### config.mk
export PLATFORM = sky130hd
export DESIGN_NAME = boot_rom
export DESIGN_NICKNAME = d
export VERILOG_FILES = /design/src/logic/soc_bus_pkg.sv /design/src/logic/boot_rom.sv
export VERILOG_INCLUDE_DIRS = /design/src /design/src/include
export SDC_FILE = /design/constraint.sdc
export NUM_CORES = 1
export LEC_CHECK = 0
export BUFFER_PORTS_ARGS = -buffer_cell sky130_fd_sc_hd__buf_2
export CELL_PAD_IN_SITES_DETAIL_PLACEMENT = 0
export CELL_PAD_IN_SITES_GLOBAL_PLACEMENT = 2
export CORE_ASPECT_RATIO = 0.9
export CORE_MARGIN = 10
export CORE_UTILIZATION = 10
export CTS_CLUSTER_SIZE = 24
export DETAILED_ROUTE_END_ITERATION = 6
export GPL_TIMING_DRIVEN = 0
export PLACE_DENSITY_LB_ADDON = 0.1
export SLEW_MARGIN = 20
export SYNTH_ARGS = -nofsm -noshare
export SYNTH_HDL_FRONTEND = slang
export SYNTH_SLANG_ARGS = --single-unit
### constraint.sdc
create_clock -name clk -period 1.4 [get_ports clk]
set_input_delay 0 -clock clk [delete_from_list [all_inputs] [get_ports clk]]
set_output_delay 0 -clock clk [all_outputs]
set_load 0.01 [all_outputs]
### src/include/soc_defs.svh
// Bus widths, region pages and CLINT offsets; mtime and mtimecmp are one 32-bit word each
`ifndef SOC_DEFS_SVH
`define SOC_DEFS_SVH

//////////////////////////////
// Bus widths
//////////////////////////////
`define SOC_DATA_W 32
`define SOC_ADDR_W 32
`define SOC_BE_W   4

// Address split, page on top
`define SOC_PAGE_W 16
`define SOC_OFFS_W 16

//////////////////////////////
// Memory map
//////////////////////////////
`define ROM_PAGE   16'h0001
`define CLINT_PAGE 16'h0200
`define MEM_PAGE   16'h8000

// Depths in 32-bit words
`define ROM_WORDS 16
`define MEM_WORDS 128

// CLINT register offsets inside its page
`define CLINT_MSIP_OFFS     16'h0000
`define CLINT_MTIMECMP_OFFS 16'h4000
`define CLINT_MTIME_OFFS    16'hBFF8

// ROM word i is the signature with i in the low byte
`define ROM_SIGNATURE 32'h6F00_0000

// Read data on every error response
`define BUS_ERR_DATA 32'hDEAD_BEEF

`endif

### src/logic/soc_bus_pkg.sv
// Bus transfer types; one word per access, byte enables apply to writes only
`include "soc_defs.svh"

package soc_bus_pkg;

  //////////////////////////////
  // Address views
  //////////////////////////////

  // Page selects the target, offset goes to the target
  typedef struct packed {
    logic [`SOC_PAGE_W-1:0] page;
    logic [`SOC_OFFS_W-1:0] offset;
  } bus_page_addr_t;

  // Same word, flat for the master, split for the decoder
  typedef union packed {
    logic [`SOC_ADDR_W-1:0] flat;
    bus_page_addr_t         pg;
  } bus_addr_u;

  //////////////////////////////
  // Master side
  //////////////////////////////
  typedef struct packed {
    logic                   we;
    bus_addr_u              addr;
    logic [`SOC_BE_W-1:0]   be;
    logic [`SOC_DATA_W-1:0] wdata;
  } bus_req_t;

  typedef struct packed {
    logic [`SOC_DATA_W-1:0] rdata;
    logic                   err;
  } bus_rsp_t;

  // Target side, en is a single-cycle strobe
  typedef struct packed {
    logic                   en;
    logic                   we;
    logic [`SOC_BE_W-1:0]   be;
    logic [`SOC_OFFS_W-1:0] offset;
    logic [`SOC_DATA_W-1:0] wdata;
  } tgt_access_t;

  // Merge write data into a word, lane by lane
  function automatic logic [`SOC_DATA_W-1:0] be_merge(
    input logic [`SOC_DATA_W-1:0] old_data,
    input logic [`SOC_DATA_W-1:0] new_data,
    input logic [`SOC_BE_W-1:0]   be
  );
    logic [`SOC_DATA_W-1:0] merged;
    merged = old_data;
    for (int b = 0; b < `SOC_BE_W; b++)
    begin
      if (be[b])
      begin
        merged[8*b +: 8] = new_data[8*b +: 8];
      end
    end
    return merged;
  endfunction

endpackage

### src/logic/boot_rom.sv
// Boot ROM of ROM_WORDS words from the signature rule; reads only, index past the table reads 0
`timescale 1ns/10ps
`include "soc_defs.svh"

module boot_rom (
  input  logic                     clk,
  input  soc_bus_pkg::tgt_access_t acc_i,
  output logic [`SOC_DATA_W-1:0]   rdata_o
);

  localparam int ROM_IDX_W = $clog2(`ROM_WORDS);

  logic [`SOC_DATA_W-1:0] rom_table [`ROM_WORDS];
  logic [`SOC_OFFS_W-3:0] word_idx;

  //////////////////////////////
  // Table contents
  //////////////////////////////

  // Signature with the word index in the low byte
  for (genvar i = 0; i < `ROM_WORDS; i++)
  begin : g_rom_word
    assign rom_table[i] = (`ROM_SIGNATURE & 32'hFFFF_FF00) | `SOC_DATA_W'(i);
  end

  // Word address, byte bits dropped
  assign word_idx = acc_i.offset[`SOC_OFFS_W-1:2];

  //////////////////////////////
  // Registered read
  //////////////////////////////
  always_ff @(posedge clk)
  begin
    if (acc_i.en && !acc_i.we)
    begin
      if (word_idx < `ROM_WORDS)
      begin
        rdata_o <= rom_table[word_idx[ROM_IDX_W-1:0]];
      end
      else
      begin
        // Past the end of the table
        rdata_o <= '0;
      end
    end
  end

endmodule

After elaboration in Yosys (flattened, before gate mapping)
Memory sizes are Yosys's and may differ from the RTL's. A register that Yosys moved wholly into a read port is not among the register bits.
Index checks and enable logic that the tools add are counted.
- output and inout port bits: 32
- input bits: 55
- ROM bits: 512
- logic and storage cells: 6
- memories: 1
- register bits: 0
- reduce and logical (&&, ||, !) cells: 3
- magnitude comparators: 1
- bitwise operators: 1
- memory list (memory ; depth ; bits a word ; read ports ; clocked after memory_dff ; write ports ; line ; RTL):
    (name not given) ; 16 ; 32 ; 1 ; 1 ; 0 ; boot_rom.sv:38 ; rdata_o <= rom_table[word_idx[ROM_IDX_W-1:0]];
- operator list (operator ; number):
    less-than comparator 14 x 5 -> 1 bit, second input constant ; 1
    inverter 4 -> 5 bit ; 1
    zero test 1 bit ; 2
    logical AND 1 bit ; 1

Longest topological paths before layout
- word-level depth: 2
- mapped depth: 2
- mapped depth without buffers: 2

Worst setup path before layout
No wires, ideal clock.
- path type: input to register
- start: input acc_i[42] (netlist name)
- end: register rdata_o[0], data pin
- path slack: 0.480 ns
- stages on the path: 2
- data required time: 1.224 ns
- data arrival time: 0.744 ns
- setup time: 0.176 ns
- cells stage by stage: or4_4 > nor4_1
- word-level cells in the longest chain between the ends: 2
- RTL lines (item ; line ; RTL):
    from (decl) ; boot_rom.sv:7 ; input soc_bus_pkg::tgt_access_t acc_i,
    less-than comparator 14 x 5 -> 1 bit (no line) ; n/a ;
    zero test 1 bit (no line) ; n/a ;
    to (decl) ; boot_rom.sv:8 ; output logic [`SOC_DATA_W-1:0] rdata_o
Every way passes these cells.

Worst setup path after layout
- start: input acc_i[47] (netlist name)
- end: register rdata_o[1], data pin
The elaborated chain is that of the path after synthesis.

==> out/metrics.csv <==
stage;metric;value;unit
status;status;finished clean;
finish;layout.area.seq;150.1;um2
timing;top_achievable_clock_speed;1012;MHz
setup_path;critical_path.startpoint_type;primary input;
setup_path;worstSetupPathType;primary input to flip-flop;
floorplan;initial_core_utilization;0.1048;
global_routing;wire_length_of_the_first_global_routing_pass;1904;um
min_path;hp-start;acc_i[52];
cts;cts_sinks;5;
synthesis;synth_seq_area_share;0.3468;
floorplan;placement_rows;22;
finish;num_antenna_cells;0;
cts;htree_num_levels;1;
finish;drive_above_1_share;0.5979;
global_routing;gr_overflow_total;0;
global_routing;total_track_usage;0.03594;
timing;drv_slew;0;
setup_path;critPathRequiredTime;1.40;ns
placement;dpl_cell_area;701.9;um2
floorplan;dieWidth;89.36;um
finish;layout.cells.most_common_list;sky130_fd_sc_hd__buf_4, sky130_fd_sc_hd__buf_2, sky130_fd_sc_hd__conb_1;
flow_run;cap_violations;0;
floorplan;die_area;0.007365;mm2
pwr;clock_power_share;0.446;
pwr;fraction_of_power_spent_switching_nets;0.2267;
synthesis;synth_top_area_share;0.4682;
synthesis;synth-seq-cells;5;
setup_path;crit_fanout;5;
synthesis;synthesis.yosys.warnings;0;
cts;cts.repair_timing.setup_buffer_count;0;
setup_path;stages_on_the_worst_setup_path;3;
pwr;power_frac_seq;0.306;
drt;drtIter0Drc;5;
global_routing;antenna_violations_before_repair;0;
min_path;min_delay_worst_endpoint;rdata_o[1];
finish;multi_input_comb_area;143.9;um2
finish;biggestRegsByFlops;rdata_o (5);
finish;largest-register;rdata_o;
drt;post-route-drc-count;0;
finish;design_area;747.0;um2
pwr;design_power_total;575.6;uW
drt;wl;1265;um
placement;hpwlAfterDp;1192;um
timing;final_period_utilization;0.7056;
pwr;p_int;445.1;uW
drt;route.vias.total;387;
timing;rsz0062_at_grt;no;
setup_path;worstPathBufferInverterCount;1;
synthesis;syn-cell-area;432.9;um2
timing;final-hold-violation-count;0;
timing;fin_setup_tns;0;ns
cts;cts-hold-fix-buffers;0;
drt;drt_first_pass_iters;2;
synthesis;yosysUniqueCellTypes;10;
placement;gpl.final_weighted_congestion;0.5845;
setup_path;cpMaxStageDelayCell;sky130_fd_sc_hd__or4_1;
synthesis;synth.top_cells.by_area;sky130_fd_sc_hd__buf_4, sky130_fd_sc_hd__edfxtp_1, sky130_fd_sc_hd__nor4_1, sky130_fd_sc_hd__inv_1, sky130_fd_sc_hd__or4_4;
setup_path;critical-path-top-delay-family;simple AND/OR/NAND/NOR gates;
finish;largest_register_ff_count;5;
floorplan;fp.coreArea;0.004129;mm2
cts;cts_tree;built;
setup_path;critical_path.cell_chain;buf_2, or4_1, nor4_1;
synthesis;post_synth_inst_count;46;
global_routing;grt_pass1_vias;459;
cts;cts.repair.resized;0;
cts;cts.root.buffer_cell;sky130_fd_sc_hd__clkbuf_8;
synthesis;synth_top_cell_by_area;sky130_fd_sc_hd__buf_4;
pwr;ir_drop;0.0002010;V
finish;filler_cell_count;468;
finish;design.final.nets;153;
drt;antenna_violating_nets_post_route;0;
pwr;power_density;770.6;mW/mm2
timing;finalSetupViolCount;0;
placement;io_buffer_count;26;
floorplan;total_i_o_pin_count;87;
drt;post_drt_wl_per_cell;8.724;um
timing;period_minus_slack;0.9879;ns
drt;viasPerCell;2.669;
cts;tritoncts.num_buffers;3;
setup_path;arrival_time_of_data_at_the_critical_path_endpoint;0.99;ns
pwr;p_comb_frac;0.247;
min_path;worst_hold_path_type;primary input to flip-flop;
cts;clkSlewWorstSetupHoldPaths;0.03;ns
setup_path;setup.worst_path.end_class;flip-flop;
finish;layout_commonest_cell;sky130_fd_sc_hd__buf_4;
global_routing;grt_start_max_net_pins;7;
synthesis;postSynthAreaPerCell;9.411;um2
pwr;total_leakage_power;0.0004009;uW
min_path;whs_path_depth;2;
pwr;switchingPower;130.5;uW
setup_path;max_stage_delay;0.62;ns
cts;cts_max_path_buffers;2;
finish;area_growth;72.54;%
floorplan;die-height;82.42;um
## cell usage after synthesis
master and number:
sky130_fd_sc_hd__nor3_1 1, sky130_fd_sc_hd__edfxtp_1 5, sky130_fd_sc_hd__or4_1 1, sky130_fd_sc_hd__or2_2 1, sky130_fd_sc_hd__inv_1 4, sky130_fd_sc_hd__or4_4 1, sky130_fd_sc_hd__nor2b_1 1, sky130_fd_sc_hd__buf_4 27
sky130_fd_sc_hd__nor4_1 4, sky130_fd_sc_hd__conb_1 1
## cell families after synthesis
group         Yosys count  synth area share
simple gates            9            0.1416
buf+inv                31            0.5029
other cells             1          0.008662
flops                   5            0.3468
## routing by layer
metal | vias to the layer above | GRT usage | wire length (um)
met3 | 2 | 0.02935 | 253
li1 | 203 | - | -
met5 | - | 0 | 0
met1 | 146 | 0.03598 | 551
met4 | 0 | 0.03810 | 34
met2 | 36 | 0.04351 | 425
## metrics by stage
step           setup slack [ns]  instances    util  hold WS (ns)
2_1_floorplan            0.4804         67       -        0.2372
3_3_place_gp             0.2347        141  0.1700        0.3568
3_5_place_dp             0.2031        141  0.1700        0.3595
4_1_cts                  0.4257        145  0.1809        0.1347
5_1_grt                  0.2735        145  0.1809        0.1367
6_report                 0.4121        145  0.1809        0.1367
## power groups by stage
stage               logic [uW]  clock network (uW)  registers (uW)
floorplan                 96.2                   0             183
global placement           139                   0             179
detailed placement         139                   0             179
CTS                        139                 265             177
global route               160                 275             177
finish                     142                 257             176
## layout make-up
cell class	instances	area share
tap	48	0.08040
inverter	4	0.02010
buffer	27	0.2714
timing repair buffer	26	0.1742
sequential	5	0.2010
clock buffer	4	0.06030
multi-input combinational	31	0.1926
## worst max-delay path by stage
stage,to,startpoint
after floorplan,rdata_o[0],acc_i[42]
after global routing,rdata_o[3],acc_i[47]
after CTS,rdata_o[1],acc_i[47]
after global placement,rdata_o[0],acc_i[47]
final,rdata_o[1],acc_i[47]
after detailed placement,rdata_o[1],acc_i[47]
Note: power is estimated with default switching activity, not from simulation.
