$ cat config.mk
export PLATFORM = sky130hd
export DESIGN_NAME = clint_timer
export DESIGN_NICKNAME = d
export VERILOG_FILES = /design/src/logic/soc_bus_pkg.sv /design/src/logic/clint_timer.sv
export VERILOG_INCLUDE_DIRS = /design/src /design/src/include
export SDC_FILE = /design/constraint.sdc
export NUM_CORES = 1
export LEC_CHECK = 0
export BUFFER_PORTS_ARGS = -buffer_cell sky130_fd_sc_hd__buf_2
export CORE_UTILIZATION = 50
export CTS_BUF_LIST = sky130_fd_sc_hd__clkbuf_16
export CTS_CLUSTER_DIAMETER = 30
export DETAILED_ROUTE_END_ITERATION = 7
export PLACE_DENSITY = 0.72
export SLEW_MARGIN = 25
export SYNTH_ARGS = -nofsm -noshare
export SYNTH_HDL_FRONTEND = slang
export SYNTH_SLANG_ARGS = --single-unit
$ cat constraint.sdc
create_clock -name clk -period 2.4 [get_ports clk]
set_clock_uncertainty 0.1 [all_clocks]
set_input_delay 0.12 -clock clk [delete_from_list [all_inputs] [get_ports clk]]
set_output_delay 0.12 -clock clk [all_outputs]
set_load 0.01 [all_outputs]
$ cat src/include/soc_defs.svh
// Bus widths, region pages and CLINT offsets; mtime and mtimecmp are one 32-bit word each
`ifndef SOC_DEFS_SVH
`define SOC_DEFS_SVH

//////////////////////////////
// Bus widths
//////////////////////////////
`define SOC_DATA_W 32
`define SOC_ADDR_W 32
`define SOC_BE_W   4

// Address split, page on top
`define SOC_PAGE_W 16
`define SOC_OFFS_W 16

//////////////////////////////
// Memory map
//////////////////////////////
`define ROM_PAGE   16'h0001
`define CLINT_PAGE 16'h0200
`define MEM_PAGE   16'h8000

// Depths in 32-bit words
`define ROM_WORDS 16
`define MEM_WORDS 128

// CLINT register offsets inside its page
`define CLINT_MSIP_OFFS     16'h0000
`define CLINT_MTIMECMP_OFFS 16'h4000
`define CLINT_MTIME_OFFS    16'hBFF8

// ROM word i is the signature with i in the low byte
`define ROM_SIGNATURE 32'h6F00_0000

// Read data on every error response
`define BUS_ERR_DATA 32'hDEAD_BEEF

`endif

$ cat src/logic/soc_bus_pkg.sv
// Bus transfer types; one word per access, byte enables apply to writes only
`include "soc_defs.svh"

package soc_bus_pkg;

  //////////////////////////////
  // Address views
  //////////////////////////////

  // Page selects the target, offset goes to the target
  typedef struct packed {
    logic [`SOC_PAGE_W-1:0] page;
    logic [`SOC_OFFS_W-1:0] offset;
  } bus_page_addr_t;

  // Same word, flat for the master, split for the decoder
  typedef union packed {
    logic [`SOC_ADDR_W-1:0] flat;
    bus_page_addr_t         pg;
  } bus_addr_u;

  //////////////////////////////
  // Master side
  //////////////////////////////
  typedef struct packed {
    logic                   we;
    bus_addr_u              addr;
    logic [`SOC_BE_W-1:0]   be;
    logic [`SOC_DATA_W-1:0] wdata;
  } bus_req_t;

  typedef struct packed {
    logic [`SOC_DATA_W-1:0] rdata;
    logic                   err;
  } bus_rsp_t;

  // Target side, en is a single-cycle strobe
  typedef struct packed {
    logic                   en;
    logic                   we;
    logic [`SOC_BE_W-1:0]   be;
    logic [`SOC_OFFS_W-1:0] offset;
    logic [`SOC_DATA_W-1:0] wdata;
  } tgt_access_t;

  // Merge write data into a word, lane by lane
  function automatic logic [`SOC_DATA_W-1:0] be_merge(
    input logic [`SOC_DATA_W-1:0] old_data,
    input logic [`SOC_DATA_W-1:0] new_data,
    input logic [`SOC_BE_W-1:0]   be
  );
    logic [`SOC_DATA_W-1:0] merged;
    merged = old_data;
    for (int b = 0; b < `SOC_BE_W; b++)
    begin
      if (be[b])
      begin
        merged[8*b +: 8] = new_data[8*b +: 8];
      end
    end
    return merged;
  endfunction

endpackage

$ cat src/logic/clint_timer.sv
// CLINT with 32-bit mtime and mtimecmp, no upper halves; mtime wraps, rtc is clk divided by 2
`timescale 1ns/10ps
`include "soc_defs.svh"

module clint_timer (
  input  logic                     clk,
  input  logic                     ndmreset_n,
  input  soc_bus_pkg::tgt_access_t acc_i,
  output logic [`SOC_DATA_W-1:0]   rdata_o,
  output logic                     timer_irq_o,
  output logic                     ipi_o
);
  import soc_bus_pkg::*;

  logic                   rtc;
  logic [`SOC_DATA_W-1:0] mtime, mtimecmp;
  logic                   msip;
  logic                   wr_en, wr_msip, wr_cmp, wr_mtime;

  //////////////////////////////
  // Write decode
  //////////////////////////////
  assign wr_en    = acc_i.en && acc_i.we;
  assign wr_msip  = wr_en && (acc_i.offset == `CLINT_MSIP_OFFS);
  assign wr_cmp   = wr_en && (acc_i.offset == `CLINT_MTIMECMP_OFFS);
  assign wr_mtime = wr_en && (acc_i.offset == `CLINT_MTIME_OFFS);

  // Real-time tick, half the clock rate
  always_ff @(posedge clk or negedge ndmreset_n)
  begin
    if (!ndmreset_n)
    begin
      rtc <= 1'b0;
    end
    else
    begin
      rtc <= ~rtc;
    end
  end

  //////////////////////////////
  // Timer registers
  //////////////////////////////
  always_ff @(posedge clk or negedge ndmreset_n)
  begin
    if (!ndmreset_n)
    begin
      mtime    <= '0;
      mtimecmp <= '1;
      msip     <= 1'b0;
    end
    else
    begin
      // Bus write wins over the tick
      if (wr_mtime)
        mtime <= be_merge(mtime, acc_i.wdata, acc_i.be);
      else if (rtc)
        mtime <= mtime + 1'b1;
      if (wr_cmp)
        mtimecmp <= be_merge(mtimecmp, acc_i.wdata, acc_i.be);
      // Only bit 0 of msip exists
      if (wr_msip && acc_i.be[0])
        msip <= acc_i.wdata[0];
    end
  end

  //////////////////////////////
  // Read mux
  //////////////////////////////
  always_ff @(posedge clk)
  begin
    if (acc_i.en && !acc_i.we)
    begin
      case (acc_i.offset)
        `CLINT_MSIP_OFFS:     rdata_o <= {{(`SOC_DATA_W-1){1'b0}}, msip};
        `CLINT_MTIMECMP_OFFS: rdata_o <= mtimecmp;
        `CLINT_MTIME_OFFS:    rdata_o <= mtime;
        default:              rdata_o <= '0;
      endcase
    end
  end

  // Level interrupts
  assign timer_irq_o = (mtime >= mtimecmp);
  assign ipi_o       = msip;

endmodule

Word level (Yosys, flattened, before mapping) --
Cells that the tools add are included.
Cells by class: bitwise gates (word level) 1, eq/ne operators 6, multiplexer cells 7, magnitude comparators 1, add/sub/neg operators 1, reduce and logical (&&, ||, !) cells 17
Operator list (number):
- $pmux W32 S3 | 1
- $mux W32 | 2
- $add A32 B1 Y32 const B | 1
- $ge A32 B32 Y1 | 1
- $mux W8 | 4
- $eq A16 B15 Y1 const B | 1
- $eq A16 B16 Y1 const B | 1
- $logic_not A16 Y1 | 1
- $reduce_and A2 Y1 | 8
- $ne A2 B2 Y1 const B | 4
- $logic_and A1 B1 Y1 | 6
- $reduce_bool A2 Y1 | 1
- $logic_not A1 Y1 | 1
- $not A1 Y1 | 1
Storage, ports and cells: bits of input ports 56, output and inout port bits 34, word-level logic and storage cells 44, register bits after elaboration 98

Logic depth before layout (Yosys ltp) --
Gate-level depths: netlist (run 1).
depth after elaboration 4, depth in mapped cells 7, depth with buffers taken out 7

Worst setup path before layout (run 1) --
No wires, ideal clock.
kind register to output, from register mtimecmp[19], to output timer_irq_o, buffers on the path 0, required time 2.180 ns, setup slack 0.278 ns, arrival 1.902 ns, cell stages (with the launch flop) 8, cell sequence dfstp_2 > inv_1 > ha_1 > a21oi_1 > o21ai_0 > a221o_1 > a2111oi_0 > o21ai_0
Between the ends: longest elaborated chain between the ends 1
Ends and longest elaborated chain:
- from (decl) | line clint_timer.sv:16 | logic [`SOC_DATA_W-1:0] mtime, mtimecmp;
- from (signal assigned) | line clint_timer.sv:60 | mtimecmp <= be_merge(mtimecmp, acc_i.wdata, acc_i.be);
- $ge A32 B32 Y1 | line clint_timer.sv:84 | assign timer_irq_o = (mtime >= mtimecmp);
- to (decl) | line clint_timer.sv:10 | output logic timer_irq_o,
No other way between the ends.

Worst setup path in the final report (run 1) --
from register mtimecmp[22], to output timer_irq_o
The elaborated chain is that of the path after synthesis.

==> out/metrics.csv, run 1 <==
metric,value,unit
average cell area after synthesis,10.68,µm²
number of remaining DRC errors,0,
crit path cell chain,"inv_1, ha_4, and4_1, a221o_1, a2111oi_4, o21ai_2, buf_2",
cell count after synthesis,532,
area of the core,10940,µm²
share of final-layout standard cells stronger than drive strength 1,34.94,%
die outline height,108.6,µm
most numerous cell types in the synthesized netlist,"inv_1 (50), dfrtp_1 (34), ha_1 (33)",
count of warnings emitted by yosys,0,
via count,5175,
net count reported at finish,791,
violations in the final reports,setup timing,
number of endpoints with negative hold slack in the final report,0,
area share of fa/ha/maj cells after synthesis,7.270,%
maximum level of the CTS H-tree,3,
number of endpoints failing setup at the final stage,1,
unrepaired setup endpoints after global routing,yes,
normalized max-slew margin,47.46,%
Worst Path Buf+Inv,2,
Tot Pwr,0.003316,W
data arrival time of the worst path,2.39,ns
global route total overflow,0,
Crit Path Max Fanout,3,
number of slew-limit violations in the final report,0,
layout-stage area growth over the synthesis result,29.48,%
peak ir drop on the vdd network,0.4344,mV
count of TritonRoute iterations in the first routing pass,5,
"Largest delay share family, worst path",compound AO/OA/AOI/OAI gates,
antenna fix cells,0,
mux cell area share after synthesis,6.609,%
RD Place Congestion,0.9499,
post-CTS clock slew at the launch and capture registers of the worst setup and hold paths,0.07,ns
worst setup timing slack at the placement stage,-0.02748,ns
most frequent cell after synthesis,inv_1,
element type at the critical path end,output port,
achievable frequency,383.0,MHz
area of the die,11790,µm²
"Slowest-stage cell, CP",dfstp_2,
I/O pin cnt,90,
fraction of synthesized cell area in xor and xnor cells,0,%
worst hold-check slack,0.07026,ns
fraction of the mapped netlist area in simple logic gates,17.05,%
clk sinks,98,
synthesis-stage register bit count,98,
number of global-route vias before repair,5220,
share of Yosys cell area claimed by the top area cell type,16.92,%
detailed-route vias per instance,6.110,
CP startpoint kind,flip-flop,
dominant combinational cell family by area after synthesis,compound AO/OA/AOI/OAI gates,
clock latency of the later-clocked register in the worst-skew pair,0.35,ns
Bufs on Longest Clock Path,2,
post-route setup slack,-0.2110,ns
post-route clock period utilization,108.8,%
drt wl/cell,18.85,µm
Final Non-Filler Cells,847,
count of distinct cell types in the synthesized netlist,58,
P per Cell Area,450.9,nW/µm²
clock tree from TritonCTS,done,
effective utilization at floorplan,51.93,%
# fillers,860,
residual antenna-violating net count after detailed routing,0,
number of buffers added on ports,89,
global-route wire length before repair,26.05,mm
final WL,15.96,mm
post-synth net total,621,
overall fraction of global-route tracks in use,28.86,%
pin count of the biggest net entering global routing,37,
cell row count,38,
Cells after DPL,794,
initial detailed-routing violation count,472,
clock tree root buffer cell,clkbuf_16,
run status,"complete, but fails checks",
share of synthesized registers carrying an async set or reset,67.35,%
post-detailed-placement half-perimeter wirelength,11.49,mm
transition time at the pin with the least slew margin,0.7881,ns
kind of critical path,flip-flop to output port,
path type of the worst min-delay path,input port to flip-flop,
post-synthesis instance area,5679,µm²
leading cell types by total area after synthesis,"edfxtp_1 (17%), dfrtp_1 (15%), dfstp_2 (15%)",
post-synthesis compound-gate area fraction,17.51,%
number of buffers created by CTS,9,
predominant post-synthesis flop cell,dfrtp_1,
part of the Yosys area used for sequential elements,46.71,%
delay contributed by the slowest stage of the critical path,0.55,ns
largest area contributor in the netlist,edfxtp_1,
fin crit period,2.611,ns
leakage power total,3.245,nW
max-cap check violation count,0,
initial antenna violation count,0,
required time of the critical path,2.18,ns
number of synthesized flops with an enable pin,32,
width of the chip,108.6,µm
-- repair_timing --
| action | CTS | global route |
|---|---|---|
| setup endpoints to repair | 1 | 1 |
| hold buffers | 33 | 0 |
| resized for setup | 15 | 2 |
| hold endpoints to repair | 75 | 0 |
| buffers inserted | 4 | 0 |
| pin swaps | 9 | 2 |
-- area by class of cell --
cell class / instances / area, µm² / area share, %
tap: 140 / 175.2 / 2.382
clock inverter: 7 / 43.79 / 0.5955
clock buffer: 9 / 225.2 / 3.063
multi-input combinational: 365 / 2860 / 38.90
inverter: 50 / 187.7 / 2.552
sequential: 98 / 2653 / 36.07
timing repair buffer: 178 / 1209 / 16.44
-- flip-flops by register name (all words and copies together) (netlist names) --
signal	count
rtc	1
mtime	32
mtimecmp	32
ipi_o	1
rdata_o	32
-- final timing paths --
check,startpoint,to,depth (start not counted),slack (ns)
max,mtimecmp[22],timer_irq_o,7,-0.21
min,acc_i[51],mtime[26],3,0.07
max reg2reg,mtime[2],mtime[15],7,0.18
min reg2reg,mtimecmp[10],mtimecmp[10],2,0.41
max in group asynchronous,ndmreset_n,mtimecmp[9],3,1.18
min in group asynchronous,ndmreset_n,ipi_o,2,0.29
-- report_power, final --
group          total (W)  leakage [nW]  switching (W)  internal [W]
clock            0.00135         0.133       0.000647      0.000701
sequential       0.00175          1.07     0.00000616       0.00174
combinational   0.000219          2.04       0.000118      0.000101
-- stage by stage --
step | area, µm² | setup TNS (ns) | utilization, %
after floorplan | 5679 | 0 | -
after global placement | 6625 | 0 | 60.58
after detailed placement | 6625 | -0.02748 | 60.58
after CTS | 7345 | -0.1742 | 67.16
after global routing | 7353 | -0.2727 | 67.24
final | 7353 | -0.2110 | 67.24
-- placed cells by master (no fill, tap or decap), drive strengths merged, types with 24 or more instances in the layout --
cell type,n
dfstp,32
nand4,24
a22o,31
ha,33
dfrtp,34
inv,52
edfxtp,32
mux2,28
dlygate4sd3,33
nand3,32
buf,145
-- metal layers --
layer	GRT usage, %	vias to the layer above	share of wire [%]
met5	0	-	0
met1	38.12	2542	44
met4	9.266	0	1.9
met2	47.83	200	49
li1	-	2400	-
met3	5.304	33	5.4
-- cells by family (layout without fill, tap and decap cells) --
family,count (synthesis),in the layout
AO/OA/AOI/OAI,131,131
multiplexers,34,34
adder cells (fa/ha/maj),33,33
flip-flops,98,98
buffers and inverters,69,244
AND/OR/NAND/NOR,167,167
-- tightest hold or removal path, delay by kind of cell --
kind	cells	cell delay, ns
buffers and inverters	1	0.15
AND/OR/NAND/NOR	1	0.09
AO/OA/AOI/OAI	1	0.11
Power figures use the tool's default switching activity.
==> run 2, diff against run 1 <==
--- a/config.mk
+++ b/config.mk
@@ -6,12 +6,14 @@
 export SDC_FILE = /design/constraint.sdc
 export NUM_CORES = 1
 export LEC_CHECK = 0
+export ABC_AREA = 1
 export BUFFER_PORTS_ARGS = -buffer_cell sky130_fd_sc_hd__buf_2
 export CORE_UTILIZATION = 50
 export CTS_BUF_LIST = sky130_fd_sc_hd__clkbuf_16
 export CTS_CLUSTER_DIAMETER = 30
 export DETAILED_ROUTE_END_ITERATION = 7
-export PLACE_DENSITY = 0.72
+export PLACE_DENSITY = 0.71
+export SKIP_LAST_GASP = 1
 export SLEW_MARGIN = 25
 export SYNTH_ARGS = -nofsm -noshare
 export SYNTH_HDL_FRONTEND = slang
==> run 2 against run 1 <==
The flow now finishes without violations. Non-clock buffer count fell by 34. Synthesized area rose by 11%. Sequential share of layout area fell by 1.7 points. Global-route usage fell by 1.4 points. Design area rose by 4.8%. Core utilization fell by 3.9 points. First-iteration DRC count fell by 19%. Via count rose by 15%. Clock power rose by 14%. Power rose by 6.5%. Largest power group unchanged. Highest routed layer unchanged.
==> out/metrics.csv, run 2 <==
metric,value,unit
area of the die,13070,µm²
largest area contributor in the netlist,nand2_1,
effective utilization at floorplan,51.86,%
global route total overflow,0,
most used cells in the layout excluding fill and tap cells,"nand2_1 (295), inv_1 (111), buf_2 (89)",
delay contributed by the slowest stage of the critical path,0.53,ns
number of slew-limit violations in the final report,0,
element type at the critical path end,output port,
post-route clock period utilization,93.93,%
normalized max-slew margin,60.47,%
width of the chip,114.3,µm
required time of the critical path,2.18,ns
number of endpoints failing setup at the final stage,0,
data arrival time of the worst path,2.03,ns
post-synth net total,943,
RD Place Congestion,0.9365,
number of global-route vias before repair,5667,
crit path cell chain,"inv_1, ha_1, nand2_1, inv_1, o21bai_1, a21oi_1, nor2_1, nand2_1, nand2_1, nand2_1, buf_2",
part of the Yosys area used for sequential elements,42.06,%
TNS Setup,0,ns
most frequent cell after synthesis,nand2_1,
number of buffers created by CTS,9,
transition time at the pin with the least slew margin,0.5915,ns
area of the core,12160,µm²
WHS Endpoint,ipi_o,
average cell area after synthesis,7.386,µm²
achievable frequency,443.6,MHz
fin area,7707,µm²
peak ir drop on the vdd network,0.2520,mV
path type of the worst min-delay path,input port to flip-flop,
proportion of power drawn by the clock network,43.6,%
initial detailed-routing violation count,383,
"most used cell, CP",nand2_1,
synthesis-stage register bit count,98,
net count reported at finish,1077,
number of synthesized flops with an enable pin,32,
Bufs on Longest Clock Path,2,
cell count after synthesis,854,
Sw Share,22.02,%
initial antenna violation count,0,
drt wl/cell,14.42,µm
FF-to-FF path depth,9,
die outline height,114.3,µm
residual antenna-violating net count after detailed routing,0,
clock tree root buffer cell,clkbuf_16,
Switching Power,0.0007773,W
registers with the most flip-flops,"mtime (32), mtimecmp (32), rdata_o (32)",
I/O pin cnt,90,
P per Cell Area,458.1,nW/µm²
Crit Path Max Fanout,2,
relative contribution of combinational cells to total power,6.8,%
HP Start,acc_i[48],
count of distinct cell types in the synthesized netlist,33,
post-synthesis instance area,6307,µm²
post-detailed-placement half-perimeter wirelength,11.84,mm
clock latency of the later-clocked register in the worst-skew pair,0.36,ns
Placement Cell Area,6955,µm²
maximum level of the CTS H-tree,3,
predominant post-synthesis flop cell,dfrtp_1,
clk sinks,98,
fin crit period,2.254,ns
"Slowest-stage cell, CP",dfstp_2,
max-cap check violation count,0,
share of final-layout standard cells stronger than drive strength 1,17.82,%
unrepaired setup endpoints after global routing,no,
capture instance of the worst register-to-register path,mtime[21],
leading cell types by total area after synthesis,"nand2_1 (18%), edfxtp_1 (15%), dfrtp_1 (13%)",
part of the power in registers,49.7,%
layout-stage area growth over the synthesis result,22.20,%
post-CTS clock slew at the launch and capture registers of the worst setup and hold paths,0.07,ns
leakage power total,3.495,nW
pin count of the biggest net entering global routing,33,
cell row count,40,
count of TritonRoute iterations in the first routing pass,7,
# fillers,1087,
clock tree from TritonCTS,done,
CP startpoint kind,flip-flop,
run status,"complete, no violations",
antenna fix cells,0,
final WL,16.74,mm
Internal Dissipation,0.002753,W
number of remaining DRC errors,0,
via count,5929,
kind of critical path,flip-flop to output port,
Hold Crit Depth,4,
slack of the worst reg-to-reg path,0.50,ns
most numerous cell types in the synthesized netlist,"nand2_1 (295), inv_1 (110), nand3_1 (86)",
detailed-route vias per instance,5.107,
number of endpoints with negative hold slack in the final report,0,
"leading cell type in the layout, fill and taps excluded",nand2_1,
global-route wire length before repair,27.76,mm
count of warnings emitted by yosys,0,
share of Yosys cell area claimed by the top area cell type,17.56,%
number of buffers added on ports,89,
share of synthesized registers carrying an async set or reset,67.35,%
overall fraction of global-route tracks in use,27.50,%
startpoint of the most critical register-to-register path,mtime[2],
==> run 2: area by class of cell <==
class / count / area [µm²] / area share (%)
Sequential cell: 98 / 2653 / 34.42
Multi-Input combinational cell: 621 / 3112 / 40.37
Clock buffer: 9 / 225.2 / 2.922
Tap cell: 168 / 210.2 / 2.727
Timing Repair Buffer: 144 / 993.5 / 12.89
Clock inverter: 7 / 86.33 / 1.120
Inverter: 114 / 427.9 / 5.552
==> run 2: layer usage <==
layer	vias up	part of all wire, %	GRT usage [%]
met5	-	0	0
met4	0	1.3	8.918
met3	14	5.7	3.441
met2	177	45	44.32
met1	2706	48	38.55
li1	3032	-	-
==> run 2: what timing repair did <==
action / in CTS / in global routing
gates resized for setup: 0 / 0
endpoints found under the hold margin: 73 / 0
buffers inserted: 0 / 0
hold buffers: 44 / 0
==> run 2: power by group through the flow <==
stage / sequential, W / clock [W] / combinational [W]
floorplan: 0.00180 / 0 / 0.0000644
global placement: 0.00178 / 0 / 0.000197
detailed placement: 0.00178 / 0 / 0.000199
CTS: 0.00175 / 0.00155 / 0.000241
global route: 0.00175 / 0.00163 / 0.000265
finish: 0.00175 / 0.00154 / 0.000239
==> run 2: worst max path at each step <==
| stage | startpoint | endpoint | cells past startpoint |
|---|---|---|---|
| global route | mtimecmp[1] | timer_irq_o | 13 |
| detailed placement | acc_i[33] | mtime[28] | 11 |
| finish | mtimecmp[9] | timer_irq_o | 11 |
| global placement | acc_i[34] | mtime[28] | 11 |
| CTS | mtimecmp[1] | timer_irq_o | 13 |
| floorplan | acc_i[53] | rdata_o[0] | 2 |
==> run 2: metrics by stage <==
step                      power (W)  cells  util [%]  hold WS (ns)  setup WS, ns
after CTS                  0.003545   1161     63.37       0.05446        0.1378
final                      0.003531   1161     63.37       0.05757        0.1457
after detailed placement   0.001984   1101     57.19      -0.04249        0.4966
after global routing       0.003651   1161     63.37       0.09236       0.06925
after global placement     0.001982   1101     57.19      -0.04354        0.4906
after floorplan            0.001859    854         -       -0.2756        0.3691
==> run 2: critical path, delay by kind of cell, from the launching register on <==
family,cells,cell delay [ns]
flops,1,0.53
simple gates,5,0.40
fa+ha+maj,1,0.30
buf+inv,3,0.23
compound gates,2,0.21
==> run 2: cell families after synthesis <==
family / Yosys count / share of synthesized area [%]
simple gates: 487 / 33.09
buf+inv: 135 / 8.728
flops: 98 / 42.06
compound gates: 94 / 8.610
fa+ha+maj: 33 / 6.546
xor+xnor: 7 / 0.9720
