## config.mk

```make
export PLATFORM = sky130hd
export DESIGN_NAME = bus_ctrl
export DESIGN_NICKNAME = d
export VERILOG_FILES = /design/src/logic/soc_bus_pkg.sv /design/src/logic/soc_map_pkg.sv /design/src/logic/bus_ctrl.sv
export VERILOG_INCLUDE_DIRS = /design/src /design/src/include
export SDC_FILE = /design/constraint.sdc
export NUM_CORES = 1
export LEC_CHECK = 0
export ABC_AREA = 1
export BUFFER_PORTS_ARGS = -buffer_cell sky130_fd_sc_hd__buf_2
export CAP_MARGIN = 10
export CELL_PAD_IN_SITES_DETAIL_PLACEMENT = 1
export CELL_PAD_IN_SITES_GLOBAL_PLACEMENT = 1
export CORE_AREA = 2 2 142 144
export CTS_CLUSTER_DIAMETER = 60
export DETAILED_ROUTE_END_ITERATION = 10
export DIE_AREA = 0 0 144 146
export PLACE_DENSITY_LB_ADDON = 0.1
export SYNTH_ARGS = -nofsm -noshare
export SYNTH_HDL_FRONTEND = slang
export SYNTH_SLANG_ARGS = --single-unit
```

## constraint.sdc

```tcl
create_clock -name clk -period 2.4 [get_ports clk]
set_input_delay 0.24 -clock clk [delete_from_list [all_inputs] [get_ports clk]]
set_output_delay 0.24 -clock clk [all_outputs]
set_load 0.01 [all_outputs]
```

## src/include/soc_defs.svh

```systemverilog
// Bus widths, region pages and CLINT offsets; mtime and mtimecmp are one 32-bit word each
`ifndef SOC_DEFS_SVH
`define SOC_DEFS_SVH

//////////////////////////////
// Bus widths
//////////////////////////////
`define SOC_DATA_W 32
`define SOC_ADDR_W 32
`define SOC_BE_W   4

// Address split, page on top
`define SOC_PAGE_W 16
`define SOC_OFFS_W 16

//////////////////////////////
// Memory map
//////////////////////////////
`define ROM_PAGE   16'h0001
`define CLINT_PAGE 16'h0200
`define MEM_PAGE   16'h8000

// Depths in 32-bit words
`define ROM_WORDS 16
`define MEM_WORDS 128

// CLINT register offsets inside its page
`define CLINT_MSIP_OFFS     16'h0000
`define CLINT_MTIMECMP_OFFS 16'h4000
`define CLINT_MTIME_OFFS    16'hBFF8

// ROM word i is the signature with i in the low byte
`define ROM_SIGNATURE 32'h6F00_0000

// Read data on every error response
`define BUS_ERR_DATA 32'hDEAD_BEEF

`endif

```

## src/logic/soc_bus_pkg.sv

```systemverilog
// Bus transfer types; one word per access, byte enables apply to writes only
`include "soc_defs.svh"

package soc_bus_pkg;

  //////////////////////////////
  // Address views
  //////////////////////////////

  // Page selects the target, offset goes to the target
  typedef struct packed {
    logic [`SOC_PAGE_W-1:0] page;
    logic [`SOC_OFFS_W-1:0] offset;
  } bus_page_addr_t;

  // Same word, flat for the master, split for the decoder
  typedef union packed {
    logic [`SOC_ADDR_W-1:0] flat;
    bus_page_addr_t         pg;
  } bus_addr_u;

  //////////////////////////////
  // Master side
  //////////////////////////////
  typedef struct packed {
    logic                   we;
    bus_addr_u              addr;
    logic [`SOC_BE_W-1:0]   be;
    logic [`SOC_DATA_W-1:0] wdata;
  } bus_req_t;

  typedef struct packed {
    logic [`SOC_DATA_W-1:0] rdata;
    logic                   err;
  } bus_rsp_t;

  // Target side, en is a single-cycle strobe
  typedef struct packed {
    logic                   en;
    logic                   we;
    logic [`SOC_BE_W-1:0]   be;
    logic [`SOC_OFFS_W-1:0] offset;
    logic [`SOC_DATA_W-1:0] wdata;
  } tgt_access_t;

  // Merge write data into a word, lane by lane
  function automatic logic [`SOC_DATA_W-1:0] be_merge(
    input logic [`SOC_DATA_W-1:0] old_data,
    input logic [`SOC_DATA_W-1:0] new_data,
    input logic [`SOC_BE_W-1:0]   be
  );
    logic [`SOC_DATA_W-1:0] merged;
    merged = old_data;
    for (int b = 0; b < `SOC_BE_W; b++)
    begin
      if (be[b])
      begin
        merged[8*b +: 8] = new_data[8*b +: 8];
      end
    end
    return merged;
  endfunction

endpackage

```

## src/logic/soc_map_pkg.sv

```systemverilog
// Memory map types; only ROM, main memory and CLINT are mapped, all else decodes to none
package soc_map_pkg;

  //////////////////////////////
  // Regions
  //////////////////////////////

  // Result of the page decode
  typedef enum logic [1:0] {
    REGION_ROM,
    REGION_MEM,
    REGION_CLINT,
    REGION_NONE
  } region_e;

  //////////////////////////////
  // Target select
  //////////////////////////////

  // One-hot, at most one bit set
  // All zero on a decode error
  typedef struct packed {
    logic clint;
    logic mem;
    logic rom;
  } tgt_sel_t;

endpackage

```

## src/logic/bus_ctrl.sv

```systemverilog
// Four-phase req/ack bus controller; one access at a time, ack 2 edges after req, no timeout
`timescale 1ns/10ps
`include "soc_defs.svh"

module bus_ctrl (
  input  logic                     clk,
  input  logic                     ndmreset_n,
  input  logic                     req_i,
  input  soc_bus_pkg::bus_req_t    bus_req_i,
  output logic                     ack_o,
  output soc_bus_pkg::bus_rsp_t    bus_rsp_o,
  output soc_bus_pkg::tgt_access_t rom_acc_o,
  output soc_bus_pkg::tgt_access_t mem_acc_o,
  output soc_bus_pkg::tgt_access_t clint_acc_o,
  input  logic [`SOC_DATA_W-1:0]   rom_rdata_i,
  input  logic [`SOC_DATA_W-1:0]   mem_rdata_i,
  input  logic [`SOC_DATA_W-1:0]   clint_rdata_i
);
  import soc_bus_pkg::*;
  import soc_map_pkg::*;

  typedef enum logic [1:0] {ST_IDLE, ST_ISSUE, ST_RESPOND, ST_WAIT_REL} state_e;

  state_e                 state_q, state_d;
  region_e                region;
  tgt_sel_t               sel, sel_q;
  logic                   dec_err, err_q, we_q;
  tgt_access_t            acc;
  logic [`SOC_DATA_W-1:0] rdata_mux;

  //////////////////////////////
  // Address decode
  //////////////////////////////
  always_comb
  begin
    case (bus_req_i.addr.pg.page)
      `ROM_PAGE:   region = REGION_ROM;
      `MEM_PAGE:   region = REGION_MEM;
      `CLINT_PAGE: region = REGION_CLINT;
      default:     region = REGION_NONE;
    endcase
  end

  // Unmapped page, or store into ROM
  assign dec_err = (region == REGION_NONE) || ((region == REGION_ROM) && bus_req_i.we);

  always_comb
  begin
    sel       = '0;
    sel.rom   = (region == REGION_ROM) && !dec_err;
    sel.mem   = (region == REGION_MEM);
    sel.clint = (region == REGION_CLINT);
  end

  // Shared access word, en only in the issue cycle
  always_comb
  begin
    acc.en      = (state_q == ST_ISSUE) && !dec_err;
    acc.we      = bus_req_i.we;
    acc.be      = bus_req_i.be;
    acc.offset  = bus_req_i.addr.pg.offset;
    acc.wdata   = bus_req_i.wdata;
    rom_acc_o   = acc;
    mem_acc_o   = acc;
    clint_acc_o = acc;
    rom_acc_o.en   = acc.en && sel.rom;
    mem_acc_o.en   = acc.en && sel.mem;
    clint_acc_o.en = acc.en && sel.clint;
  end

  //////////////////////////////
  // Handshake FSM
  //////////////////////////////
  always_comb
  begin
    state_d = state_q;
    case (state_q)
      ST_IDLE:     if (req_i) state_d = ST_ISSUE;
      ST_ISSUE:    state_d = ST_RESPOND;
      ST_RESPOND:  state_d = ST_WAIT_REL;
      ST_WAIT_REL: if (!req_i) state_d = ST_IDLE;
      default:     state_d = ST_IDLE;
    endcase
  end

  always_ff @(posedge clk or negedge ndmreset_n)
  begin
    if (!ndmreset_n)
    begin
      state_q <= ST_IDLE;
      sel_q   <= '0;
      err_q   <= 1'b0;
      we_q    <= 1'b0;
    end
    else
    begin
      state_q <= state_d;
      // Remember target for the data a cycle later
      if (state_q == ST_ISSUE)
      begin
        sel_q <= sel;
        err_q <= dec_err;
        we_q  <= bus_req_i.we;
      end
    end
  end

  // Ack held until the master lets go
  assign ack_o = (state_q == ST_WAIT_REL);

  //////////////////////////////
  // Response capture
  //////////////////////////////
  assign rdata_mux = ({`SOC_DATA_W{sel_q.rom}}   & rom_rdata_i)
                   | ({`SOC_DATA_W{sel_q.mem}}   & mem_rdata_i)
                   | ({`SOC_DATA_W{sel_q.clint}} & clint_rdata_i);

  // Writes answer with zero data
  always_ff @(posedge clk)
  begin
    if (state_q == ST_RESPOND)
    begin
      bus_rsp_o.err   <= err_q;
      bus_rsp_o.rdata <= err_q ? `BUS_ERR_DATA : (we_q ? '0 : rdata_mux);
    end
  end

endmodule

```

Word-level counts from Yosys, hierarchy flattened
Index checks and enable logic that the tools add are counted.
{ "totals": {"output_inout_bits": 196, "in_bits": 168, "ff_bits": 40} }
{ "op_classes": {"bitwise_logic": 5, "muxes": 5, "n_eq_ne": 11, "reduce_logical": 12} }
{ "op_table": {"columns": ["op", "n"], "rows": [
  ["32-bit bitwise AND", 3],
  ["32-bit bitwise OR", 2],
  ["32-bit two-way mux", 1],
  ["16-bit by 1-bit == test with 1-bit output (second input constant)", 1],
  ["16-bit by 10-bit == test with 1-bit output (second input constant)", 1],
  ["16-bit == test (second input constant)", 1],
  ["2-bit == test (second input constant)", 4],
  ["2-bit one-hot mux with 4 select lines", 1],
  ["1-bit logical AND", 6],
  ["2-bit one-hot mux with 3 select lines", 1],
  ["2-bit by 1-bit == test with 1-bit output (second input constant)", 2],
  ["2-bit logical NOT", 2],
  ["2-bit two-way mux", 2],
  ["2-bit != test (second input constant)", 2],
  ["2-bit AND reduction", 1],
  ["2-bit OR reduction", 1],
  ["1-bit logical NOT", 1],
  ["1-bit logical OR", 1]
]} }

Longest topological paths before layout
Gate-level depths: netlist (run 1).
{ "depth": {"depth_word": 8, "ltp_mapped": 9, "depth_no_buf": 9} }

Least setup slack after synthesis (run 1)
Ideal clock, no wire load.
{ "synth_path": {"path_kind": "register -> register", "startpoint": "register state_q[0]", "endpoint": "register bus_rsp_o[0] in the netlist's numbering (enable)", "t_arrival_ns": 1.377, "t_required_ns": 2.006, "slack_ns": 0.629, "setup_time_ns": 0.394, "period_less_slack_ns": 1.771, "path_stages_with_launch": 3, "path_cell_list": "dfrtp_1 inv_1 ha_1"} }
{ "synth_between": {"elab_chain_cells": 1} }
{ "synth_rtl": {"columns": ["element", "line", "source"], "rows": [
  ["start: declaration", "bus_ctrl.sv:24", "state_e state_q, state_d;"],
  ["start signal: assignment", "bus_ctrl.sv:97", "state_q <= state_d;"],
  ["2-bit == test", "bus_ctrl.sv:121", "if (state_q == ST_RESPOND)"],
  ["end: declaration", "bus_ctrl.sv:11", "output soc_bus_pkg::bus_rsp_t bus_rsp_o,"]
]} }
Every way passes these cells.
A chain may end at the register's enable or synchronous reset.

==> results of run 1 <==
[path summary, 6_finish.rpt]
check	from	to	slack, ns	cells past startpoint
worst max register to register	state_q[0]$_DFFE_PN0P_	bus_rsp_o[15]$_SDFFCE_PP0P_	0.86	3
worst min register to register	err_q$_DFFE_PN0N_	bus_rsp_o[0]$_DFFE_PP_	0.54	0
max in group asynchronous	ndmreset_n	err_q$_DFFE_PN0N_	1.89	2
worst min-delay path	bus_req_i[68]	we_q$_DFFE_PN0N_	0.30	3
min in group asynchronous	ndmreset_n	sel_q[2]$_DFFE_PN0N_	0.34	2
worst max-delay path	state_q[1]$_DFFE_PN0P_	mem_acc_o[53]	0.62	5
[kinds of logic (layout without fill, tap and decap cells)]
family / after synthesis / after routing
simple gates: 227 / 227
buf+inv: 191 / 185
flops: 40 / 40
compound gates: 6 / 6
fa+ha+maj: 5 / 5
mux: 1 / 1
[worst min-delay path: cells and delay by family]
kind	cells	cell delay [ns]
buffers and inverters	1	0.15
AO/OA/AOI/OAI	1	0.07
AND/OR/NAND/NOR	1	0.08
[stage by stage]
step	power (mW)	util, %	std cells
global route	3.19	18.3	729
CTS	3.07	18.3	729
detailed placement	2.40	17.6	721
finish	2.95	18.3	729
global placement	2.37	17.6	721
floorplan	2.06	-	470
[what timing repair did]
action	CTS	global route
hold endpoints to repair	7	0
buffers inserted	0	0
hold buffers	1	0
[registers in the layout (all words and copies together), names as in the netlist]
signal and count:
sel_q 3, we_q 1, err_q 1, bus_rsp_o 33, state_q 2
[per-layer routing]
| metal | vias to the layer above | track usage, % | share of wire (%) | wire length [um] |
|---|---|---|---|---|
| li1 | 1286 | - | - | - |
| met1 | 1159 | 11.6 | 37 | 4330 |
| met2 | 220 | 18.9 | 50 | 5840 |
| met3 | 9 | 4.87 | 13 | 1490 |
| met4 | 0 | 2.30 | 1.1 | 131 |
| met5 | - | 0 | 0 | 0 |
[Yosys cell counts]
cell        n
or2_1       1
buf_1       3
buf_4     159
ha_1        5
buf_2       9
nor2_2      3
mux2_2      1
clkbuf_1    4
dfrtp_1     7
nor2_1     17
edfxtp_1   33
a21oi_1     2
o21ai_0     3
nor3_1      1
inv_1      16
nand2_1   169
o21ai_2     1
nand3_1    36
[power groups by stage]
stage | Sequential (mW) | Clock (mW) | Combinational (mW)
2_1_floorplan | 1.37 | 0 | 0.688
3_3_place_gp | 1.23 | 0 | 1.13
3_5_place_dp | 1.25 | 0 | 1.15
4_1_cts | 1.23 | 0.681 | 1.15
5_1_grt | 1.26 | 0.700 | 1.24
6_report | 1.23 | 0.643 | 1.09
[area by class of cell]
type	instances	area [um2]	area share [%]
multi-input combinational	239	1020	28.8
inverter	16	60.1	1.70
timing repair buffer	162	831	23.5
tap	265	332	9.36
sequential	40	1170	32.9
clock inverter	1	5.00	0.141
clock buffer	6	129	3.64
==> results.yml, run 1 <==
outcome:
  outcome: "finished clean"
route:
  dr.pass1.iters: 4
  drt_wl_total_um: 11800
  ant_nets: 0
  drc_errors: 0
  vias: 2674
  vias_per_cell: 3.67
  wire_per_inst_um: 16.2
  drt_iter0_markers: 63
synth:
  syn_avg_cell_area_um2: 7.46
  synth_seq_cells: 40
  yosys.area.top_type_share_pct: 34.0
  synth_top_family_by_area: "buffers and inverters"
  syn_inst: 470
  synth_compound_area_share_pct: 0.963
  synthMuxAreaShare_pct: 0.321
  seq_area_frac_synth_pct: 33.3
  synthSimpleGateAreaFrac_pct: 25.9
  yosys.area.top_type: "buf_4"
  yosys.area_share.adder_pct: 1.78
  synth.distinct_cells: 18
  synthesis.nets: 643
  syn_area_um2: 3510
  yosys-top-cells-area: "buf_4 (34%), edfxtp_1 (28%), nand2_1 (18%)"
  yosys_warnings: 0
  synth-xor-area-share_pct: 0
global_routing:
  grt_pass1_wl_um: 17100
  grt_max_degree: 35
  grt_pass1_vias: 2766
  overflow: 0
  track_usage_pct: 10.7
  antenna_found_initial: 0
worst_setup_path:
  critPathTopFamily: "buffers and inverters"
  crit_buf_inv: 3
  cpMostUsedCell: "inv_1"
  path_class: "reg2out"
  critPathMaxStageDelay_ns: 0.40
  path_cells: "inv_1 -> ha_1 -> inv_1 -> nor2_1 -> buf_2"
  cp.required_ns: 2.16
  crit_arrival_ns: 1.54
  crit_path_max_fanout: 9
  end_kind: "output pin"
  slowest_stage: "dfrtp_1"
  startpoint_type: "register"
pwr:
  p_seq_share_pct: 41.5
  power.net_switching_mw: 1.07
  power-per-cell-area_nw_per_um2: 834
  power_frac_comb_pct: 36.8
  vdd_drop_max_uv: 252
  p_int_mw: 1.88
  netSwitchingFraction_pct: 36.2
  p_clk_share_pct: 21.7
  p_leak_nw: 1.68
place:
  dpl_worst_slack_ns: 0.816
  place_area_um2: 3400
  dp.final_hpwl_um: 9330
  io_buffers: 155
  gp_congestion: 0.667
floorplan:
  core_um2: 19300
  dieArea_um2: 21000
  die-width_um: 144
  die_y_um: 146
  start_util_pct: 18.1
  core.rowCount: 51
  pin_count: 364
worst_hold_path:
  hp-class: "in2reg"
cts:
  root_buffer: "clkbuf_16"
  clockBufferDepth: 2
  cts-htree-levels: 2
  cts_buffers: 5
  cts_tree: "done"
  cts.repair.resized: 0
  clk_latency_ns: 0.28
  clk_pin_slew_ns: 0.05
  cts_sinks: 40
sta:
  finalCritPeriodShare_pct: 74.3
  finalSetupViolCount: 0
  tightestPinTransition_ns: 0.594
  rsz0062_at_grt: "false"
  timing.final.ws_setup_ns: 0.616
  hold_slack_ns: 0.304
  finalHoldViolations: 0
  tns_ns: 0
  max_freq_mhz: 560
  slew_headroom_pct: 60.2
  final_period_minus_worst_setup_slack_ns: 1.78
  finalMaxSlewViolations: 0
  clock_skew_ns: 0.00503
layout:
  final_area_um2: 3540
  nNetsFinal: 637
  nFillCells: 2368
  drive_gt1_share_pct: 37.3
  area.growth.synth_to_final_pct: 0.963
  layout_common_cells: "nand2_1 (169), buf_2 (155), nand3_1 (36)"
  num_antenna_cells: 0
  final_common_cell: "nand2_1"
run:
  maxCapViolCount: 0
Note: power is estimated with default switching activity, not from simulation.
==> inputs of run 2 (changes only) <==
--- a/config.mk
+++ b/config.mk
@@ -6,15 +6,15 @@
 export SDC_FILE = /design/constraint.sdc
 export NUM_CORES = 1
 export LEC_CHECK = 0
-export ABC_AREA = 1
+export ABC_AREA = 0
 export BUFFER_PORTS_ARGS = -buffer_cell sky130_fd_sc_hd__buf_2
 export CAP_MARGIN = 10
 export CELL_PAD_IN_SITES_DETAIL_PLACEMENT = 1
 export CELL_PAD_IN_SITES_GLOBAL_PLACEMENT = 1
-export CORE_AREA = 2 2 142 144
+export CORE_AREA = 2 2 140 142
 export CTS_CLUSTER_DIAMETER = 60
 export DETAILED_ROUTE_END_ITERATION = 10
-export DIE_AREA = 0 0 144 146
+export DIE_AREA = 0 0 142 144
 export PLACE_DENSITY_LB_ADDON = 0.1
 export SYNTH_ARGS = -nofsm -noshare
 export SYNTH_HDL_FRONTEND = slang
==> constraint.sdc (replaced) <==
create_clock -name clk -period 1.5 [get_ports clk]
set_input_delay 0.15 -clock clk [delete_from_list [all_inputs] [get_ports clk]]
set_output_delay 0.15 -clock clk [all_outputs]
set_load 0.01 [all_outputs]
==> run 2 against run 1 <==
Effect of this change: the flow now finishes with violations (negative setup slack); clock skew grew 0.0030 ns; via count down 17%; synthesized area shrank 7.1%; synthesized cell count is 33% lower; critical path type unchanged; highest routed layer unchanged.
==> results.yml, run 2 <==
outcome:
  outcome: "complete, but fails checks"
  violations: "negative setup slack"
synth:
  async_reset_ff_share_pct: 17.5
  synth_commonest_cells: "buf_4 (159), edfxtp_1 (33), a222oi_1 (32), o21bai_1 (24), clkbuf_1 (18)"
  synthesis.nets: 486
  yosys.area.top_type_share_pct: 36.6
  seq_area_frac_synth_pct: 35.8
  synth.distinct_cells: 25
  synth-edff-count: 33
  yosys.area.top_type: "buf_4"
  yosys-top-cells-area: "buf_4 (37%), edfxtp_1 (30%), a222oi_1 (9.8%)"
  synth.most_common_cell: "buf_4"
  synth_ff_type: "edfxtp_1"
  syn_inst: 313
  yosys_warnings: 0
  synth_seq_cells: 40
  syn_avg_cell_area_um2: 10.4
  syn_area_um2: 3260
sta:
  max_freq_mhz: 578
  finalSetupViolCount: 22
  final_period_minus_worst_setup_slack_ns: 1.73
  timing.final.ws_setup_ns: -0.229
  tns_ns: -1.22
  finalCritPeriodShare_pct: 115
  tightestPinTransition_ns: 0.448
  clock_skew_ns: 0.00799
  rsz0062_at_grt: "true"
  finalHoldViolations: 0
  finalMaxSlewViolations: 0
  slew_headroom_pct: 70.1
floorplan:
  core.rowCount: 51
  die_y_um: 144
  dieArea_um2: 20400
  die-width_um: 142
  start_util_pct: 17.1
  core_um2: 19100
  pin_count: 364
route:
  vias_per_cell: 3.96
  wire_per_inst_um: 21.2
  ant_nets: 0
  vias: 2223
  drt_iter0_markers: 183
  dr.pass1.iters: 6
  drc_errors: 0
  drt_wl_total_um: 11900
worst_setup_path:
  cp.required_ns: 1.35
  path_class: "reg2out"
  crit_arrival_ns: 1.58
  end_kind: "output pin"
  crit_path_max_fanout: 4
  startpoint_type: "register"
global_routing:
  overflow: 0
  grt_max_degree: 35
  track_usage_pct: 10.6
  antenna_found_initial: 0
  grt_pass1_wl_um: 15500
  grt_pass1_vias: 2145
place:
  gp_congestion: 0.672
  dp.final_hpwl_um: 9620
  dpl_worst_slack_ns: -0.0840
  io_buffers: 155
pwr:
  power.total_mw: 4.00
  p_seq_share_pct: 36.5
  power.net_switching_mw: 1.27
  p_clk_share_pct: 26.3
  p_leak_nw: 1.29
  power-per-cell-area_nw_per_um2: 1120
  netSwitchingFraction_pct: 31.6
  p_int_mw: 2.74
  power_frac_comb_pct: 37.2
  vdd_drop_max_uv: 462
cts:
  cts-htree-levels: 2
  clockBufferDepth: 2
  clk_pin_slew_ns: 0.06
  clk_latency_ns: 0.29
  cts_tree: "done"
  cts_buffers: 5
  cts_sinks: 40
  root_buffer: "clkbuf_16"
worst_hold_path:
  hp-class: "in2reg"
layout:
  area.growth.synth_to_final_pct: 9.98
  num_antenna_cells: 0
  seqCellArea_um2: 1170
  layout_common_cells: "buf_2 (154), edfxtp_1 (33), a222oi_1 (32)"
  final_util_pct: 18.8
  multi_input_area_um2: 903
  nNetsFinal: 495
  largest_reg_flops: 33
  drive_gt1_share_pct: 62.5
  nFillCells: 2180
  final_common_cell: "buf_2"
  top_regs: "bus_rsp_o x33, sel_q x3, state_q x2"
  regMostFlops: "bus_rsp_o"
run:
  maxCapViolCount: 0
[run 2: cell types whose count changed in the layout (fill, tap and decap cells not counted), sizes merged, moves of 13 or more]
cell and delta:
a222oi +32, buf +15, inv -13, nand2 -168
nand3 -36, o21bai +24
[run 2: power by group through the flow]
stage               clock network (mW)  logic [mW]  registers [mW]
floorplan                            0       0.863            1.51
global placement                     0        1.07            1.48
detailed placement                   0        1.07            1.48
CTS                               1.11        1.11            1.47
global route                      1.16        1.65            1.47
finish                            1.05        1.49            1.46
[run 2: logic make-up (layout without fill, tap and decap cells)]
family,after synthesis,count (layout),share of synthesized area [%]
flops,40,40,35.8
simple gates,21,21,5.30
fa+ha+maj,5,5,1.92
mux,2,2,0.653
buf+inv,181,191,39.2
compound gates,64,64,17.2
[run 2: final timing paths]
check                      slack (ns)                          end              startpoint  cells past startpoint
min in group asynchronous        0.24       state_q[1]$_DFFE_PN0P_              ndmreset_n                      2
min                              0.19  bus_rsp_o[23]$_SDFFCE_PP0P_         rom_rdata_i[22]                      3
max in group asynchronous        1.10            err_q$_DFFE_PN0N_              ndmreset_n                      2
min reg2reg                      0.52            err_q$_DFFE_PN0N_       err_q$_DFFE_PN0N_                      1
max                             -0.23                mem_acc_o[53]  state_q[1]$_DFFE_PN0P_                      6
max reg2reg                     -0.16            err_q$_DFFE_PN0N_  state_q[1]$_DFFE_PN0P_                      8
[run 2: what timing repair did]
item                       4_1_cts  5_1_grt
resized for setup                7       16
cloned                           0        2
hold buffers                     1        0
hold endpoints to repair         7        0
pin swaps                        3        4
buffers inserted                 3        5
setup endpoints to repair        6        9
[run 2: area by class of cell]
cell class              count  share of cell area (%)
clock buffers               7                    3.70
flip-flops and latches     40                    32.5
well taps                 238                    8.31
clock inverters             1                   0.140
inverters                   4                   0.524
multi-input cells          92                    25.2
repair buffers            179                    29.6
[run 2: routing by layer]
| metal | GRT usage (%) | up-vias | wire [um] |
|---|---|---|---|
| met1 | 10.5 | 995 | 4010 |
| met4 | 2.89 | 0 | 132 |
| met3 | 6.06 | 12 | 1590 |
| li1 | - | 993 | - |
| met5 | 0 | - | 0 |
| met2 | 19.1 | 223 | 6180 |
[run 2: through the flow]
stage | cell area [um2] | hold WS, ns | instances
2_1_floorplan | 3270 | -0.146 | 313
3_3_place_gp | 3240 | 0.00577 | 543
3_5_place_dp | 3240 | 0.00304 | 543
4_1_cts | 3440 | 0.181 | 555
5_1_grt | 3580 | 0.192 | 561
6_report | 3580 | 0.192 | 561
[run 2: worst max-delay path: stages, from the launching register on]
cell     delay, ns
dfrtp_1       0.38
inv_2         0.08
ha_4          0.12
nor4b_4       0.23
nand4_4       0.20
nor3_4        0.15
buf_2         0.15
